==> config.mk <==
export PLATFORM = sky130hd
export DESIGN_NAME = dataCache
export DESIGN_NICKNAME = d
export VERILOG_FILES = /design/src/dataCachePkg.sv /design/src/dataCache.sv /design/src/cacheResponse.sv /design/src/cacheController.sv /design/src/cacheStorage.sv /design/src/cacheAddrDecode.sv
export SDC_FILE = /design/constraint.sdc
export NUM_CORES = 1
export LEC_CHECK = 0
export BUFFER_PORTS_ARGS = -buffer_cell sky130_fd_sc_hd__buf_2
export CAP_MARGIN = 40
export CORE_MARGIN = 1.5
export CORE_UTILIZATION = 62
export CTS_BUF_LIST = sky130_fd_sc_hd__clkbuf_4
export DETAILED_ROUTE_END_ITERATION = 16
export HOLD_SLACK_MARGIN = 0.15
export PLACE_DENSITY = 0.79
export SLEW_MARGIN = 10
export SYNTH_ARGS = -nofsm -noshare
export SYNTH_HDL_FRONTEND = slang
export SYNTH_SLANG_ARGS = --single-unit
==> constraint.sdc <==
create_clock -name CLK -period 7.5 [get_ports CLK]
set_clock_uncertainty 0.05 [all_clocks]
set_input_delay 0.375 -clock CLK [delete_from_list [all_inputs] [get_ports CLK]]
set_output_delay 0.375 -clock CLK [all_outputs]
set_load 0.02 [all_outputs]
==> src/dataCachePkg.sv <==
`default_nettype none

package dataCachePkg;

    // Fixed field widths of the data path
    localparam int WORD_BITS = 32;
    localparam int BYTE_BITS = 8;
    localparam int BYTE_LANES = WORD_BITS / BYTE_BITS;

    // Byte offset inside a word, dropped from every cache index
    localparam int WORD_OFFSET_BITS = 2;

    // Data word and byte address share one width
    typedef logic [WORD_BITS-1:0] wordT;

    // Bit i enables byte lane i
    typedef logic [BYTE_LANES-1:0] byteEnT;

    typedef enum logic [2:0] {
        IDLE,
        LOOKUP,
        WRITEBACK,
        REFILL_REQ,
        REFILL_WAIT,
        RESPOND
    } ctrlStateT;

endpackage

`default_nettype wire
==> src/dataCache.sv <==
`timescale 1ns/10ps
`default_nettype none

module dataCache
    import dataCachePkg::*;
#(
    parameter int SET_BITS = 2
) (
    input  logic   CLK,
    input  logic   rst,
    input  logic   reqValid,
    input  logic   reqWrite,
    input  wordT   reqAddr,
    input  wordT   reqWdata,
    input  byteEnT reqByteEn,
    output logic   reqReady,
    output logic   rspValid,
    output wordT   rspData,
    input  logic   rspReady,
    output logic   memReqValid,
    output logic   memReqWrite,
    output wordT   memAddr,
    output wordT   memWdata,
    input  logic   memReqReady,
    input  logic   memRspValid,
    input  wordT   memRdata
);

    localparam int TAG_BITS = WORD_BITS - SET_BITS - WORD_OFFSET_BITS;

    wordT                curAddr;
    logic [TAG_BITS-1:0] reqTag;
    logic [SET_BITS-1:0] reqSet;
    logic                hit;
    logic                hitWay;
    logic [TAG_BITS-1:0] tag0;
    logic [TAG_BITS-1:0] tag1;
    logic                valid0;
    logic                valid1;
    logic                dirty0;
    logic                dirty1;
    wordT                data0;
    wordT                data1;
    logic                lruWay0;
    logic                wrEn;
    logic                wrWay;
    logic [TAG_BITS-1:0] wrTag;
    wordT                wrData;
    logic                wrDirty;
    logic                lruWrEn;
    logic                lruWay;
    logic                rspLoad;
    wordT                rspWord;
    logic                rspBusy;

    cacheAddrDecode #(.SET_BITS(SET_BITS)) i_decode (
        .reqAddr(curAddr), .tag0(tag0), .tag1(tag1), .valid0(valid0), .valid1(valid1),
        .reqTag(reqTag), .reqSet(reqSet), .hit(hit), .hitWay(hitWay)
    );

    cacheStorage #(.SET_BITS(SET_BITS)) i_storage (
        .CLK(CLK), .rst(rst), .rdSet(reqSet),
        .wrEn(wrEn), .wrWay(wrWay), .wrDirty(wrDirty), .wrTag(wrTag), .wrData(wrData),
        .lruWrEn(lruWrEn), .lruWay(lruWay),
        .tag0(tag0), .tag1(tag1), .valid0(valid0), .valid1(valid1),
        .dirty0(dirty0), .dirty1(dirty1), .data0(data0), .data1(data1), .lruWay0(lruWay0)
    );

    cacheController #(.SET_BITS(SET_BITS)) i_controller (
        .CLK(CLK), .rst(rst),
        .reqValid(reqValid), .reqWrite(reqWrite), .reqAddr(reqAddr), .reqWdata(reqWdata),
        .reqByteEn(reqByteEn), .reqReady(reqReady), .curAddr(curAddr),
        .hit(hit), .hitWay(hitWay), .reqTag(reqTag), .reqSet(reqSet),
        .tag0(tag0), .tag1(tag1), .dirty0(dirty0), .dirty1(dirty1),
        .data0(data0), .data1(data1), .lruWay0(lruWay0),
        .wrEn(wrEn), .wrWay(wrWay), .wrTag(wrTag), .wrData(wrData), .wrDirty(wrDirty),
        .lruWrEn(lruWrEn), .lruWay(lruWay),
        .memReqValid(memReqValid), .memReqWrite(memReqWrite), .memAddr(memAddr),
        .memWdata(memWdata), .memReqReady(memReqReady), .memRspValid(memRspValid),
        .memRdata(memRdata), .rspLoad(rspLoad), .rspWord(rspWord), .rspBusy(rspBusy)
    );

    cacheResponse i_response (
        .CLK(CLK), .rst(rst), .rspLoad(rspLoad), .rspWord(rspWord), .rspReady(rspReady),
        .rspValid(rspValid), .rspData(rspData), .rspBusy(rspBusy)
    );

endmodule

`default_nettype wire

==> src/cacheResponse.sv <==
`timescale 1ns/10ps
`default_nettype none

module cacheResponse
    import dataCachePkg::*;
(
    input  logic CLK,
    input  logic rst,
    input  logic rspLoad,
    input  wordT rspWord,
    input  logic rspReady,
    output logic rspValid,
    output wordT rspData,
    output logic rspBusy
);

    always_ff @(posedge CLK) begin
        if (rst) begin
            rspValid <= 1'b0;
        end else if (rspLoad) begin
            rspValid <= 1'b1;
        end else if (rspValid && rspReady) begin
            rspValid <= 1'b0;
        end
    end

    // The word is only replaced by a new load, never while it is still held
    always_ff @(posedge CLK) begin
        if (rspLoad) begin
            rspData <= rspWord;
        end
    end

    // A word being loaded this cycle counts as held
    assign rspBusy = rspValid || rspLoad;

endmodule

`default_nettype wire

==> src/cacheController.sv <==
`timescale 1ns/10ps
`default_nettype none

module cacheController
    import dataCachePkg::*;
#(
    parameter int SET_BITS = 2
) (
    input  logic                                        CLK,
    input  logic                                        rst,
    input  logic                                        reqValid,
    input  logic                                        reqWrite,
    input  wordT                                        reqAddr,
    input  wordT                                        reqWdata,
    input  byteEnT                                      reqByteEn,
    output logic                                        reqReady,
    output wordT                                        curAddr,
    input  logic                                        hit,
    input  logic                                        hitWay,
    input  logic [WORD_BITS-SET_BITS-WORD_OFFSET_BITS-1:0] reqTag,
    input  logic [SET_BITS-1:0]                         reqSet,
    input  logic [WORD_BITS-SET_BITS-WORD_OFFSET_BITS-1:0] tag0,
    input  logic [WORD_BITS-SET_BITS-WORD_OFFSET_BITS-1:0] tag1,
    input  logic                                        dirty0,
    input  logic                                        dirty1,
    input  wordT                                        data0,
    input  wordT                                        data1,
    input  logic                                        lruWay0,
    output logic                                        wrEn,
    output logic                                        wrWay,
    output logic [WORD_BITS-SET_BITS-WORD_OFFSET_BITS-1:0] wrTag,
    output wordT                                        wrData,
    output logic                                        wrDirty,
    output logic                                        lruWrEn,
    output logic                                        lruWay,
    output logic                                        memReqValid,
    output logic                                        memReqWrite,
    output wordT                                        memAddr,
    output wordT                                        memWdata,
    input  logic                                        memReqReady,
    input  logic                                        memRspValid,
    input  wordT                                        memRdata,
    output logic                                        rspLoad,
    output wordT                                        rspWord,
    input  logic                                        rspBusy
);

    localparam int TAG_BITS = WORD_BITS - SET_BITS - WORD_OFFSET_BITS;

    ctrlStateT            state;
    ctrlStateT            nextState;
    logic                 writeQ;
    wordT                 wdataQ;
    byteEnT               byteEnQ;
    logic                 victimWay;
    logic [TAG_BITS-1:0]  victimTag;
    logic                 victimDirty;
    wordT                 hitWord;
    wordT                 hitMerged;
    wordT                 refillMerged;

    function automatic wordT mergeBytes(input wordT oldWord, input wordT newWord,
                                        input byteEnT byteEn);
        wordT result;
        result = oldWord;
        for (int i = 0; i < BYTE_LANES; i++) begin
            if (byteEn[i]) begin
                result[i*BYTE_BITS +: BYTE_BITS] = newWord[i*BYTE_BITS +: BYTE_BITS];
            end
        end
        return result;
    endfunction

    assign reqReady = (state == IDLE) && !rspBusy;

    // Victim choice is taken from the LRU bit during LOOKUP and held for the miss
    assign victimTag   = victimWay ? tag1 : tag0;
    assign victimDirty = lruWay0 ? dirty1 : dirty0;

    assign hitWord      = hitWay ? data1 : data0;
    assign hitMerged    = writeQ ? mergeBytes(hitWord, wdataQ, byteEnQ) : hitWord;
    assign refillMerged = writeQ ? mergeBytes(memRdata, wdataQ, byteEnQ) : memRdata;

    assign memReqValid = (state == WRITEBACK) || (state == REFILL_REQ);
    assign memReqWrite = (state == WRITEBACK);
    assign memWdata    = victimWay ? data1 : data0;
    assign memAddr     = (state == WRITEBACK) ?
                         {victimTag, reqSet, {WORD_OFFSET_BITS{1'b0}}} :
                         {reqTag, reqSet, {WORD_OFFSET_BITS{1'b0}}};

    always_ff @(posedge CLK) begin
        if (rst) begin
            state <= IDLE;
        end else begin
            state <= nextState;
        end
    end

    // Request fields are captured at acceptance and drive the lookup until done
    always_ff @(posedge CLK) begin
        if (reqValid && reqReady) begin
            writeQ  <= reqWrite;
            curAddr <= reqAddr;
            wdataQ  <= reqWdata;
            byteEnQ <= reqByteEn;
        end
        if (state == LOOKUP) begin
            victimWay <= lruWay0;
        end
    end

    always_comb begin
        nextState = state;
        wrEn      = 1'b0;
        wrWay     = hitWay;
        wrTag     = reqTag;
        wrData    = hitMerged;
        wrDirty   = 1'b1;
        lruWrEn   = 1'b0;
        lruWay    = !hitWay;
        rspLoad   = 1'b0;
        rspWord   = hitMerged;
        case (state)
            IDLE: begin
                if (reqValid && reqReady) begin
                    nextState = LOOKUP;
                end
            end
            LOOKUP: begin
                if (hit) begin
                    wrEn      = writeQ;
                    lruWrEn   = 1'b1;
                    rspLoad   = 1'b1;
                    nextState = IDLE;
                end else if (victimDirty) begin
                    nextState = WRITEBACK;
                end else begin
                    nextState = REFILL_REQ;
                end
            end
            WRITEBACK: begin
                if (memReqReady) begin
                    nextState = REFILL_REQ;
                end
            end
            REFILL_REQ: begin
                if (memReqReady) begin
                    nextState = REFILL_WAIT;
                end
            end
            REFILL_WAIT: begin
                wrWay   = victimWay;
                wrData  = refillMerged;
                wrDirty = writeQ;
                lruWay  = !victimWay;
                rspWord = refillMerged;
                if (memRspValid) begin
                    wrEn      = 1'b1;
                    lruWrEn   = 1'b1;
                    rspLoad   = 1'b1;
                    nextState = RESPOND;
                end
            end
            RESPOND: begin
                // Miss responses drain before the controller goes idle again
                if (!rspBusy) begin
                    nextState = IDLE;
                end
            end
            default: nextState = IDLE;
        endcase
    end

endmodule

`default_nettype wire

==> src/cacheStorage.sv <==
`timescale 1ns/10ps
`default_nettype none

module cacheStorage
    import dataCachePkg::*;
#(
    parameter int SET_BITS = 2
) (
    input  logic                                        CLK,
    input  logic                                        rst,
    input  logic [SET_BITS-1:0]                         rdSet,
    input  logic                                        wrEn,
    input  logic                                        wrWay,
    input  logic                                        wrDirty,
    input  logic [WORD_BITS-SET_BITS-WORD_OFFSET_BITS-1:0] wrTag,
    input  wordT                                        wrData,
    input  logic                                        lruWrEn,
    input  logic                                        lruWay,
    output logic [WORD_BITS-SET_BITS-WORD_OFFSET_BITS-1:0] tag0,
    output logic [WORD_BITS-SET_BITS-WORD_OFFSET_BITS-1:0] tag1,
    output logic                                        valid0,
    output logic                                        valid1,
    output logic                                        dirty0,
    output logic                                        dirty1,
    output wordT                                        data0,
    output wordT                                        data1,
    output logic                                        lruWay0
);

    localparam int TAG_BITS = WORD_BITS - SET_BITS - WORD_OFFSET_BITS;
    localparam int NUM_SETS = 2 ** SET_BITS;

    typedef logic [TAG_BITS-1:0] tagT;

    tagT                 tagArr0 [NUM_SETS];
    tagT                 tagArr1 [NUM_SETS];
    wordT                dataArr0 [NUM_SETS];
    wordT                dataArr1 [NUM_SETS];
    logic [NUM_SETS-1:0] validBits0;
    logic [NUM_SETS-1:0] validBits1;
    logic [NUM_SETS-1:0] dirtyBits0;
    logic [NUM_SETS-1:0] dirtyBits1;
    logic [NUM_SETS-1:0] lruBits;

    // Valid, dirty and LRU bits of every set
    always_ff @(posedge CLK) begin
        if (rst) begin
            validBits0 <= '0;
            validBits1 <= '0;
            dirtyBits0 <= '0;
            dirtyBits1 <= '0;
            lruBits    <= '0;
        end else begin
            if (wrEn && !wrWay) begin
                validBits0[rdSet] <= 1'b1;
                dirtyBits0[rdSet] <= wrDirty;
            end
            if (wrEn && wrWay) begin
                validBits1[rdSet] <= 1'b1;
                dirtyBits1[rdSet] <= wrDirty;
            end
            if (lruWrEn) begin
                lruBits[rdSet] <= lruWay;
            end
        end
    end

    always_ff @(posedge CLK) begin
        if (wrEn && !wrWay) begin
            tagArr0[rdSet]  <= wrTag;
            dataArr0[rdSet] <= wrData;
        end
        if (wrEn && wrWay) begin
            tagArr1[rdSet]  <= wrTag;
            dataArr1[rdSet] <= wrData;
        end
    end

    assign tag0    = tagArr0[rdSet];
    assign tag1    = tagArr1[rdSet];
    assign data0   = dataArr0[rdSet];
    assign data1   = dataArr1[rdSet];
    assign valid0  = validBits0[rdSet];
    assign valid1  = validBits1[rdSet];
    assign dirty0  = dirtyBits0[rdSet];
    assign dirty1  = dirtyBits1[rdSet];
    assign lruWay0 = lruBits[rdSet];

endmodule

`default_nettype wire

==> src/cacheAddrDecode.sv <==
`timescale 1ns/10ps
`default_nettype none

module cacheAddrDecode
    import dataCachePkg::*;
#(
    parameter int SET_BITS = 2
) (
    input  wordT                                        reqAddr,
    input  logic [WORD_BITS-SET_BITS-WORD_OFFSET_BITS-1:0] tag0,
    input  logic [WORD_BITS-SET_BITS-WORD_OFFSET_BITS-1:0] tag1,
    input  logic                                        valid0,
    input  logic                                        valid1,
    output logic [WORD_BITS-SET_BITS-WORD_OFFSET_BITS-1:0] reqTag,
    output logic [SET_BITS-1:0]                         reqSet,
    output logic                                        hit,
    output logic                                        hitWay
);

    localparam int TAG_BITS = WORD_BITS - SET_BITS - WORD_OFFSET_BITS;

    logic match0;
    logic match1;

    // The low two address bits select a byte and play no part in the lookup
    assign reqTag = reqAddr[WORD_BITS-1 -: TAG_BITS];
    assign reqSet = reqAddr[WORD_OFFSET_BITS +: SET_BITS];

    assign match0 = valid0 && (tag0 == reqTag);
    assign match1 = valid1 && (tag1 == reqTag);

    assign hit = match0 || match1;

    // Both ways never hold the same tag, so way 1 only wins when it matches
    assign hitWay = match1;

endmodule

`default_nettype wire

[After elaboration in Yosys (flattened, before gate mapping)]
Memory sizes are Yosys's and may differ from the RTL's. A register that Yosys moved wholly into a read port is not among the register bits.
Cells that the tools add are included.
Word-level totals
  bits in registers: 126
  bits in writable memories: 480
  input port bits: 107
  output and inout port bits: 100
  word-level logic and storage cells: 108
  memories: 4
Memory list
  i_storage.dataArr0: words 4, width 32, read ports 1, clocked after memory_dff 1, wr ports 1, RTL line cacheStorage.sv:37  | wordT dataArr0 [NUM_SETS];
  i_storage.dataArr1: words 4, width 32, read ports 1, clocked after memory_dff 1, wr ports 1, RTL line cacheStorage.sv:38  | wordT dataArr1 [NUM_SETS];
  i_storage.tagArr0: words 4, width 28, read ports 1, clocked after memory_dff 1, wr ports 1, RTL line cacheStorage.sv:35  | tagT tagArr0 [NUM_SETS];
  i_storage.tagArr1: words 4, width 28, read ports 1, clocked after memory_dff 1, wr ports 1, RTL line cacheStorage.sv:36  | tagT tagArr1 [NUM_SETS];
Operators by class
  magnitude comparators: 2
  eq/ne operators: 12
  multiplexer cells: 57
  bitwise operators: 2
  reductions and logical operators: 18
Operator list (number)
  2-to-1 mux 32 bit: 6
  2-to-1 mux 8 bit: 8
  equality test 28 bit: 2
  2-to-1 mux 28 bit: 1
  2-to-1 mux 1 bit: 20
  2-to-1 mux 3 bit: 6
  one-hot mux 3 bit (6 select lines): 1
  bitwise mux 4 bit: 3
  binary-select mux 1 bit (select 2 bit): 5
  logical AND 1 bit: 8
  2-to-1 mux 2 bit: 4
  inequality test 2 bit (second input constant): 4
  bitwise OR 4 bit: 2
  equality test 3 x 2 -> 1 bit (second input constant): 2
  equality test 3 bit (second input constant): 2
  AND reduction 5 bit: 1
  zero test 1 bit: 4
  one-hot mux 1 bit (2 select lines): 2
  equality test 3 x 1 -> 1 bit (second input constant): 1
  zero test 3 bit: 1
  logical OR 1 bit: 3
  less-than comparator 2 x 3 -> 1 bit (second input constant): 1
  demux 1 bit (select 2 bit): 1
  greater-or-equal comparator 2 x 1 -> 1 bit (second input constant): 1
  2 further kinds: 2

[Logic depth before layout (Yosys ltp)]
Gate-level depths: netlist of the first run.
  word-level depth: 12
  mapped depth: 14
  mapped depth without buffers: 8

[Cells and area by module]
Synthesis of the first run repeated with hierarchy kept, for this count alone.
Unflattened totals
  cells, all modules: 1346
  area total of the unflattened synthesis: 24956.4 um2
Modules (own cells, without submodules)
  cacheStorage: times used 1, cells an instance 718, area an instance 18237.5 um2, seq. area each 14814.2 um2
  cacheController: times used 1, cells an instance 483, area an instance 4857.2 um2, seq. area each 2162.1 um2
  cacheResponse: times used 1, cells an instance 37, area an instance 1006.0 um2, seq. area each 980.9 um2
  cacheAddrDecode: times used 1, cells an instance 108, area an instance 855.8 um2, seq. area each 0.0 um2

[Worst setup path after synthesis of the first run]
OpenSTA, ideal clock, no wires.
  kind: reg2reg
  start: register with a tool-made name
  end: memory i_storage.dataArr1[0][0] (netlist name) (enable)
  setup time: 0.478 ns
  data arrival time: 5.428 ns
  required time: 6.972 ns
  setup slack: 1.544 ns
  cell stages (with the launch flop): 12
  path buffers: 4
  period minus slack after synthesis: 5.956 ns
  path through: dfxtp_1 > buf_6 > buf_2 > buf_2 > mux4_2 > xnor2_1 > nand4_1 > or4_1 > o22ai_2 > a31oi_1 > buf_2 > nor2_1
RTL lines (RTL line)
  end, declared: cacheStorage.sv:38

==> results of run 1 <==
-- synth_stat cells, types with 20 or more instances --
cell type / count / share of area [%]
sky130_fd_sc_hd__mux2i_1: 99 / 4.0
sky130_fd_sc_hd__clkbuf_1: 35 / 0.53
sky130_fd_sc_hd__nor2_1: 48 / 0.72
sky130_fd_sc_hd__dfxtp_1: 26 / 2.1
sky130_fd_sc_hd__nand2_1: 31 / 0.47
sky130_fd_sc_hd__a21oi_1: 76 / 1.5
sky130_fd_sc_hd__edfxtp_1: 580 / 70
sky130_fd_sc_hd__xnor2_1: 34 / 1.2
sky130_fd_sc_hd__mux2_2: 37 / 1.7
sky130_fd_sc_hd__buf_1: 20 / 0.30
sky130_fd_sc_hd__or3_1: 37 / 0.93
sky130_fd_sc_hd__o21ai_0: 52 / 1.0
sky130_fd_sc_hd__mux4_2: 109 / 9.8
-- critical path, delay by kind of cell (launching register included) --
family	cells	cell delay, ps
multiplexers	2	780
XOR/XNOR	1	230
AND/OR/NAND/NOR	3	1540
buffers and inverters	2	1000
flip-flops	1	760
AO/OA/AOI/OAI	1	690
-- per-stage QoR --
| step | utilization, % | worst slack [ps] | hold WS, ps |
|---|---|---|---|
| after floorplan | - | 1540 | 377 |
| after global placement | 67.0 | 2130 | 390 |
| after detailed placement | 67.4 | 2160 | 393 |
| after CTS | 75.8 | 2100 | 150 |
| after global routing | 75.8 | 1790 | 146 |
| final | 75.8 | 2080 | 204 |
-- worst max path at each step --
stage	to	cells after the start	startpoint
floorplan	i_storage.dataArr1[0][0]$_DFFE_PP_	11	flip-flop
global placement	i_storage.tagArr0[1][6]$_DFFE_PP_	9	flip-flop
detailed placement	i_storage.dataArr1[2][27]$_DFFE_PP_	9	flip-flop
CTS	i_storage.dataArr0[2][12]$_DFFE_PP_	9	flip-flop
global route	i_storage.dataArr0[2][12]$_DFFE_PP_	9	flip-flop
finish	i_storage.dataArr0[2][12]$_DFFE_PP_	9	flip-flop
-- flip-flops by register name, summed over array words and instances, names as in the netlist, named ones only --
signal,flops
i_controller.byteEnQ,4
i_controller.curAddr,30
i_controller.state,3
i_controller.victimWay,1
i_controller.wdataQ,32
i_controller.writeQ,1
i_response.rspData,32
i_response.rspValid,1
i_storage.dataArr0,128
i_storage.dataArr1,128
i_storage.dirtyBits0,4
i_storage.dirtyBits1,4
i_storage.lruBits,4
i_storage.tagArr0,112
i_storage.tagArr1,112
i_storage.validBits0,4
i_storage.validBits1,4
-- power by group --
group / total, W / leakage [nW] / internal, W / switching [W]
registers: 0.00439 / 5.45 / 0.00412 / 0.000267
logic: 0.00258 / 3.90 / 0.00104 / 0.00154
clock network: 0.00287 / 1.17 / 0.00152 / 0.00135
-- cells in the final DEF (no fill, tap or decap), drive strengths merged, types with 11 or more instances in the layout --
| master | n |
|---|---|
| edfxtp | 580 |
| a21oi | 76 |
| or3 | 37 |
| mux2 | 37 |
| dlygate4sd3 | 132 |
| nor2b | 14 |
| mux2i | 99 |
| and2 | 11 |
| nand2b | 11 |
| dfxtp | 26 |
| buf | 236 |
| xnor2 | 35 |
| o21ai | 58 |
| mux4 | 109 |
| clkbuf | 219 |
| o2bb2ai | 14 |
| clkinv | 35 |
| nand3 | 11 |
| nand2 | 31 |
| nor2 | 48 |
-- cell families after synthesis --
logic type / synth area share, %
xor+xnor: 1.47
other cells: 0.0150
compound gates: 5.21
flops: 71.7
simple gates: 4.45
buf+inv: 1.68
mux: 15.4
-- repair_timing --
| action | 4_1_cts | 5_1_grt |
|---|---|---|
| hold endpoints to repair | 109 | 0 |
| gates resized for setup | 0 | 0 |
| hold buffers | 132 | 0 |
-- cell type report --
cell class	count	area, µm²
repair buffers	368	2770
well taps	525	657
flip-flops and latches	606	17900
diodes	6	15.0
clock inverters	46	340
inverters	4	15.0
clock buffers	219	1640
fillers	2204	9620
multi-input cells	705	6730
-- routing by layer --
metal  GRT usage, %  share of wire (%)  wire, µm
met5              0                  0         0
met4           14.9                3.6      2270
met3           8.20                9.3      5930
met2           50.6                 50     31800
met1           41.3                 37     23900
==> metrics, run 1 <==
sort of element at the start of the critical path flip-flop; register clock-pin slew on the reported worst setup and hold paths roughly 60 ps; routability-driven placement congestion ratio between 0.9 and 1; average footprint of a synthesized cell about 18 µm²; number of register bits inferred by synthesis just over 600; data required time at the worst endpoint 8000 ps; power after layout about 0.0098 W; Most common cell on crit path sky130_fd_sc_hd__buf_4; total instance count after detailed placement ~2100; number of instances in the synthesized netlist roughly 1400; die area roughly 42000 µm²; Rel. slew slack 40.8%; Finish-stage setup viols 0; first-pass iteration count of the detailed router 6; setup repair after global routing missed its margin false; slowest CP cell sky130_fd_sc_hd__or4_2; antenna violations before repair 6; number of warnings printed during yosys synthesis 0; power density over cell area 327 nW/µm²; CP Max Fanout 40; DR vias/cell around 6.3; minimum clock period 5420 ps; Max IR drop VDD ~0.22 mV; Total Wirelength about 64000 µm; cell area after technology mapping about 25000 µm²; Worst Reg2Reg Path Length in Cells 9; ordered list of cells on the worst path buf_4, mux4_2, xnor2_1, nand3_1, or4_1, or4_2, buf_4, mux2i_1, a21oi_1; count of distinct cell types in the synthesized netlist 60; Initial Utilization 62.9%; FMAX ~0.18 GHz; total negative slack for setup checks 0 ps; number of DRC violations after detailed routing 0; buffers inserted by post-CTS timing repair 0; end point of the most critical hold path i_controller.curAddr[25]$_DFFE_PP_; reported max-cap violation count 0; Detail Route Antenna Nets 0; status completed; end of the worst register-to-register path i_storage.dataArr0[2][12]$_DFFE_PP_; number of cell rows 73; max-slew violations 0; number of flops mapped to enable cells by yosys 580; count of endpoints failing hold in the final timing report 0; clock sink count between 600 and 700; Leakage roughly 11 nW; post-detailed-placement half-perimeter wirelength 34700 µm; Clock Root Buffer sky130_fd_sc_hd__clkbuf_4; dpl cell area around 27000 µm²; Setup CP Type reg -> reg; GRT Total Usage 31.7%; initial drt markers 1882; share of async-settable or async-resettable flops after synthesis 0%; layout overhead on the synthesized area 20.4%; clock latency at the later pin of the worst-skew pair between 800 and 900 ps; class of the worst hold path in -> reg; net count of the finished layout ~1900; internal reg-to-reg setup slack 2080 ps; chip width between 200 and 250 µm; Most used DFF post-synth sky130_fd_sc_hd__edfxtp_1; sequential fraction of the synthesis area 71.7%; TritonCTS clock tree yes; Final Cell Area 30100 µm²; wire length of the first global-routing pass approximately 96000 µm; Worst Setup End Kind flip-flop; via count about 16000; Max clock buf depth 3; number of cells on the worst hold path 2; transition time of the tightest slew-check pin 888 ps; vias in the first global route ~16000; max incr delay on CP about 900 ps; worst endpoint data arrival time between 5000 and 6000 ps; top-level I/O count a little over 200; number of standard cells in the layout, taps in and fillers out approximately 2500; number of I/O port buffers ~200; share of layout cells above drive strength 1 about a third; detailed-route wire length per cell 25.8 µm; total congestion overflow 0; core footprint roughly 40000 µm²; number of levels in the clock H-tree 4; maximum number of pins on one net before global-route repair 61; CTS buffer count approximately 150; die boundary height 204 µm; fraction of the cycle the final worst path needs between 70% and 80%; beginning of the worst hold path reqAddr[25]
(Power assumes the default switching activity.)
==> run 2: changes to the inputs <==
--- a/config.mk
+++ b/config.mk
@@ -8,11 +8,11 @@
 export BUFFER_PORTS_ARGS = -buffer_cell sky130_fd_sc_hd__buf_2
 export CAP_MARGIN = 40
 export CORE_MARGIN = 1.5
-export CORE_UTILIZATION = 62
+export CORE_UTILIZATION = 56
 export CTS_BUF_LIST = sky130_fd_sc_hd__clkbuf_4
 export DETAILED_ROUTE_END_ITERATION = 16
 export HOLD_SLACK_MARGIN = 0.15
-export PLACE_DENSITY = 0.79
+export PLACE_DENSITY = 0.75
 export SLEW_MARGIN = 10
 export SYNTH_ARGS = -nofsm -noshare
 export SYNTH_HDL_FRONTEND = slang
==> constraint.sdc (replaced) <==
create_clock -name CLK -period 4.5 [get_ports CLK]
set_clock_uncertainty 0.05 [all_clocks]
set_input_delay 0.225 -clock CLK [delete_from_list [all_inputs] [get_ports CLK]]
set_output_delay 0.225 -clock CLK [all_outputs]
set_load 0.02 [all_outputs]
==> run 2 against run 1 <==
  * Worst hold slack gained 81 ps
  * Total power rose by 66%
  * Sequential share of layout area decreased by 1.6 points
  * Die area increased by 11%
  * Critical path type unchanged
  * Worst setup slack lost 2000 ps
  * Register-to-register slack lost 2000 ps
==> metrics, run 2 (synthesized netlist as in run 1, its figures left out) <==
status completed; antenna violations before repair 4; TritonCTS clock tree yes; total instance count after detailed placement between 2000 and 2500; transition time of the tightest slew-check pin 1010 ps; beginning of the worst hold path memReqReady; max incr delay on CP between 600 and 700 ps; reported max-cap violation count 0; GR met2 Demand/Resource a little under half; register clock-pin slew on the reported worst setup and hold paths 60 ps; CTS buffer count roughly 150; buffers plus inverters on the worst setup path 2; met1 global-route usage about 37%; Leakage between 10 and 15 nW; wire length of the first global-routing pass 97500 µm; Initial Utilization a little under three fifths; Finish-stage setup viols 0; first-pass iteration count of the detailed router 7; detailed-route wire length per cell 24.6 µm; top-level I/O count 207; total congestion overflow 0; vias in the first global route 16500; met3 track demand over resource in global routing around 7%; chip width ~210 µm; Max IR drop VDD ~0.4 mV; Setup CP Type reg -> reg; number of I/O port buffers about 200; highest-count cells in the layout ignoring fill and taps sky130_fd_sc_hd__edfxtp_1, sky130_fd_sc_hd__clkbuf_4, sky130_fd_sc_hd__buf_2; core footprint between 40000 and 50000 µm²; layout overhead on the synthesized area 23.7%; max-slew violations 0; worst endpoint data arrival time 5000 ps; Worst Setup End Kind flip-flop; Most common cell on crit path sky130_fd_sc_hd__buf_12; via count 15900; worst slack at placement roughly 140 ps; number of standard cells in the layout, taps in and fillers out 2619; die boundary height approximately 210 µm; die area around 46000 µm²; minimum clock period about 4400 ps; net count of the finished layout around 2000; routability-driven placement congestion ratio between 0.8 and 0.9; buffers inserted by post-CTS timing repair 0; Max clock buf depth 3; class of the worst hold path in -> reg; share of layout cells above drive strength 1 around a third; number of levels in the clock H-tree 4; setup repair after global routing missed its margin false; total of fill cells in the finished design roughly 2900; Total Wirelength between 60000 and 70000 µm; maximum number of pins on one net before global-route repair 73; clock latency at the later pin of the worst-skew pair around 970 ps; count of endpoints failing hold in the final timing report 0; fraction of the cycle the final worst path needs 97.8%; power density over cell area between 500 and 600 nW/µm²; ordered list of cells on the worst path buf_12, mux4_2, xnor2_1, nand3_1, or4_1, or4_2, buf_12, mux2i_1, a21oi_1; number of DRC violations after detailed routing 0; fin worst setup slack 101 ps; sort of element at the start of the critical path flip-flop; initial drt markers around 1600; post-detailed-placement half-perimeter wirelength roughly 36000 µm; Most Crowded Layer GR met2; Detail Route Antenna Nets 0; clock sink count ~610; GRT Total Usage 28.6%; top flop regs i_storage.dataArr0 x128, i_storage.dataArr1 x128; DR vias/cell between 6 and 7; Clock Root Buffer sky130_fd_sc_hd__clkbuf_4; Rel. slew slack between 30% and 40%; most common cell after layout, fill and taps aside sky130_fd_sc_hd__edfxtp_1; family with the most delay on the worst path simple AND/OR/NAND/NOR gates; number of cell rows between 70 and 80; CP Max Fanout 33; FMAX 0.227 GHz; data required time at the worst endpoint between 5000 and 6000 ps; slowest CP cell sky130_fd_sc_hd__or4_2
run 2: changes by cell type in the layout (fill, tap and decap cells not counted), sizes merged:
cell | before | now
diode | 6 | 4
clkinvlp | 1 | 7
clkbuf | 219 | 215
buf | 236 | 269
dlygate4sd3 | 132 | 174
bufinv | 5 | 2
clkinv | 35 | 37
inv | 9 | 8
run 2: metal layers:
| metal | share of wire [%] | up-vias |
|---|---|---|
| met5 | 0.020 | - |
| met4 | 2.4 | 2 |
| met3 | 8.8 | 133 |
| met2 | 50 | 855 |
| met1 | 39 | 8069 |
| li1 | - | 6799 |
run 2: area by class of cell:
cell class	count	area (µm²)	area share, %
diodes	4	10.0	0.0324
clock buffers	215	1610	5.22
clock inverters	50	289	0.934
inverters	4	15.0	0.0485
multi-input cells	705	6790	21.9
flip-flops and latches	606	17900	58.0
well taps	592	741	2.39
repair buffers	443	3540	11.4
run 2: power by group:
| group | internal, W | switching, W | total, W |
|---|---|---|---|
| combinational | 0.00186 | 0.00273 | 0.00460 |
| sequential | 0.00687 | 0.000328 | 0.00720 |
| clock | 0.00233 | 0.00222 | 0.00455 |
run 2: metrics by stage:
| step | utilization [%] | total power, W | area [µm²] | TNS, ps | hold slack (ps) |
|---|---|---|---|---|---|
| 2_1_floorplan | - | 0.0102 | 25000 | -163700 | 244 |
| 3_3_place_gp | 61.6 | 0.0115 | 27200 | 0 | 351 |
| 3_5_place_dp | 61.7 | 0.0117 | 27200 | 0 | 353 |
| 4_1_cts | 70.0 | 0.0163 | 30900 | 0 | 191 |
| 5_1_grt | 70.1 | 0.0171 | 30900 | 0 | 289 |
| 6_report | 70.1 | 0.0163 | 30900 | 0 | 285 |
run 2: worst paths after layout:
path                            slack (ps)                                    to  depth (start not counted)
worst min register to register         410  i_storage.validBits1[2]$_SDFFE_PP0N_                          1
worst max register to register         100   i_storage.dataArr0[2][18]$_DFFE_PP_                          9
worst min-delay path                   280    i_controller.state[0]$_SDFFE_PP0P_                          5
worst max-delay path                   100   i_storage.dataArr0[2][18]$_DFFE_PP_                          9
run 2: tightest hold or removal path: cells and delay by family:
| family | cells | cell delay [ps] |
|---|---|---|
| buffers and inverters | 2 | 640 |
| AOI/OAI and AO/OA | 3 | 370 |
run 2: repair_timing:
action,CTS,global route
setup endpoints to repair,0,139
hold buffers,174,0
endpoints found under the hold margin,458,0
resized for setup,0,16
==> run 3: changes to the inputs <==
--- a/config.mk
+++ b/config.mk
@@ -8,11 +8,11 @@
 export BUFFER_PORTS_ARGS = -buffer_cell sky130_fd_sc_hd__buf_2
 export CAP_MARGIN = 40
 export CORE_MARGIN = 1.5
-export CORE_UTILIZATION = 56
+export CORE_UTILIZATION = 62
 export CTS_BUF_LIST = sky130_fd_sc_hd__clkbuf_4
 export DETAILED_ROUTE_END_ITERATION = 16
 export HOLD_SLACK_MARGIN = 0.15
-export PLACE_DENSITY = 0.75
+export PLACE_DENSITY = 0.79
 export SLEW_MARGIN = 10
 export SYNTH_ARGS = -nofsm -noshare
 export SYNTH_HDL_FRONTEND = slang
==> constraint.sdc (replaced) <==
create_clock -name CLK -period 4.1 [get_ports CLK]
set_clock_uncertainty 0.05 [all_clocks]
set_input_delay 0.205 -clock CLK [delete_from_list [all_inputs] [get_ports CLK]]
set_output_delay 0.205 -clock CLK [all_outputs]
set_load 0.02 [all_outputs]
==> run 3 against run 2 <==
  * Global-route usage is 5.2 points higher
  * Combinational power grew 20%
  * Critical path depth increased by 1
  * Die area is 9.5% lower
  * Non-clock buffer count increased by 20
  * Count of clock-buffer cells in the layout rose by 2
==> metrics, run 3 (synthesized netlist as in run 1, its figures left out) <==
wire length of the first global-routing pass roughly 100000 µm; power density over cell area 592 nW/µm²; register clock-pin slew on the reported worst setup and hold paths 80 ps; met3 track demand over resource in global routing under 10%; number of levels in the clock H-tree 4; number of DRC violations after detailed routing 0; clock sink count roughly 610; total congestion overflow 0; number of I/O port buffers between 200 and 250; reported max-cap violation count 0; top-level I/O count 207; minimum clock period between 4000 and 5000 ps; most common cell after layout, fill and taps aside sky130_fd_sc_hd__edfxtp_1; total of fill cells in the finished design roughly 2100; clock latency at the later pin of the worst-skew pair 930 ps; data required time at the worst endpoint between 4000 and 5000 ps; GR met2 Demand/Resource a little over half; Setup CP Type reg -> reg; die boundary height 204 µm; area of the multi-input gates 6930 µm²; class of the worst hold path in -> reg; Finish-stage setup viols 0; transition time of the tightest slew-check pin between 1000 and 1500 ps; worst slack at placement -10.8 ps; top flop regs i_storage.dataArr0 x128, i_storage.dataArr1 x128; end of the worst register-to-register path i_storage.dataArr0[0][22]$_DFFE_PP_; met1 global-route usage a little over two fifths; internal reg-to-reg setup slack ~76 ps; DR vias/cell 6.42; fraction of the cycle the final worst path needs ~98%; share of the core filled with cells in the final layout 78.7%; number of cell rows 73; CTS buffer count 150; Max clock buf depth 3; end point of the most critical hold path i_controller.curAddr[23]$_DFFE_PP_; chip width around 200 µm; Initial Utilization between 60% and 70%; max-slew violations 0; Clock Root Buffer sky130_fd_sc_hd__clkbuf_4; Rel. slew slack 12.6%; Leakage between 10 and 15 nW; worst endpoint data arrival time 4560 ps; Most Crowded Layer GR met2; initial drt markers 2112; total negative slack for setup checks 0 ps; TritonCTS clock tree yes; net count of the finished layout 2037; antenna violations before repair 3; Worst Setup End Kind flip-flop; FMAX between 0.2 and 0.25 GHz; vias in the first global route ~17000; Worst Reg2Reg Path Length in Cells 10; number of cells on the worst hold path 3; Max IR drop VDD 0.467 mV; highest-count cells in the layout ignoring fill and taps sky130_fd_sc_hd__edfxtp_1, sky130_fd_sc_hd__clkbuf_4, sky130_fd_sc_hd__buf_2; layout overhead on the synthesized area 25.0%; sort of element at the start of the critical path flip-flop; dpl cell area approximately 27000 µm²; FF/Latch Area around 18000 µm²; via count around 17000; post-detailed-placement half-perimeter wirelength 36300 µm; Final Cell Area 31300 µm²; maximum number of pins on one net before global-route repair between 50 and 60; fin worst setup slack roughly 76 ps; share of layout cells above drive strength 1 a little over a third; Detail Route Antenna Nets 0; GRT Total Usage about a third; Total Wirelength 71100 µm; count of endpoints failing hold in the final timing report 0; detailed-route wire length per cell 27.7 µm; core footprint around 40000 µm²; first-pass iteration count of the detailed router 6; die area 41500 µm²; routability-driven placement congestion ratio around 0.9; status completed; CP Max Fanout 32; final hold slack 335 ps; beginning of the worst hold path reqValid
-- run 3: changes by cell type in the layout (fill, tap and decap cells not counted), moves of 3 or more --
cell,previous run,this run
sky130_fd_sc_hd__clkinv_1,30,27
sky130_fd_sc_hd__buf_12,21,29
sky130_fd_sc_hd__a21oi_1,61,44
sky130_fd_sc_hd__buf_4,45,52
sky130_fd_sc_hd__dlygate4sd3_1,174,177
sky130_fd_sc_hd__a21oi_2,15,28
sky130_fd_sc_hd__a21oi_4,0,4
-- run 3: area by class of cell --
cell class                      count  share of cell area [%]
Sequential cell                   606                    57.4
Multi-Input combinational cell    705                    22.2
Timing Repair Buffer              463                    12.2
Clock buffer                      217                    5.21
Tap cell                          525                    2.10
Clock inverter                     47                   0.892
Inverter                            4                  0.0480
Antenna cell                        5                  0.0400
-- run 3: through the flow --
stage | total power, W | instances
4_1_cts | 0.0180 | 2564
3_5_place_dp | 0.0129 | 2124
6_report | 0.0185 | 2572
5_1_grt | 0.0192 | 2570
3_3_place_gp | 0.0128 | 2123
2_1_floorplan | 0.0113 | 1399
-- run 3: what timing repair did --
item	CTS	global route
setup buffers	0	1
cloned	0	0
setup endpoints to repair	25	694
pin swaps	0	3
resized for setup	5	35
hold buffers	176	1
hold endpoints to repair	426	9
-- run 3: critical path, cell delays in order, from the launching register on --
cell and delay [ps]:
sky130_fd_sc_hd__dfxtp_4 410, sky130_fd_sc_hd__buf_12 180, sky130_fd_sc_hd__mux4_2 560, sky130_fd_sc_hd__xnor2_1 190
sky130_fd_sc_hd__buf_4 150, sky130_fd_sc_hd__nand3_1 110, sky130_fd_sc_hd__or4_1 580, sky130_fd_sc_hd__or4_2 630
sky130_fd_sc_hd__buf_12 240, sky130_fd_sc_hd__mux2i_1 400, sky130_fd_sc_hd__a21oi_4 170
-- run 3: worst max path at each step --
| stage | to | cells after the start | from |
|---|---|---|---|
| global placement | i_storage.dataArr1[2][20]$_DFFE_PP_ | 10 | flip-flop |
| finish | i_storage.dataArr0[0][22]$_DFFE_PP_ | 10 | flip-flop |
| CTS | i_storage.dataArr0[1][13]$_DFFE_PP_ | 10 | flip-flop |
| global route | i_storage.dataArr0[1][15]$_DFFE_PP_ | 9 | flip-flop |
| floorplan | i_storage.dataArr1[2][0]$_DFFE_PP_ | 12 | flip-flop |
| detailed placement | i_storage.dataArr1[2][24]$_DFFE_PP_ | 9 | flip-flop |
-- run 3: metal layers --
metal	routed length, µm	up-vias
met2	35500	1277
met3	7740	250
met1	24700	8135
li1	-	6854
met5	14	-
met4	3250	2
-- run 3: report_power, final --
group	switching, W	internal (W)
registers	0.000275	0.00753
logic	0.00330	0.00220
clock network	0.00261	0.00258
total	0.00618	0.0123
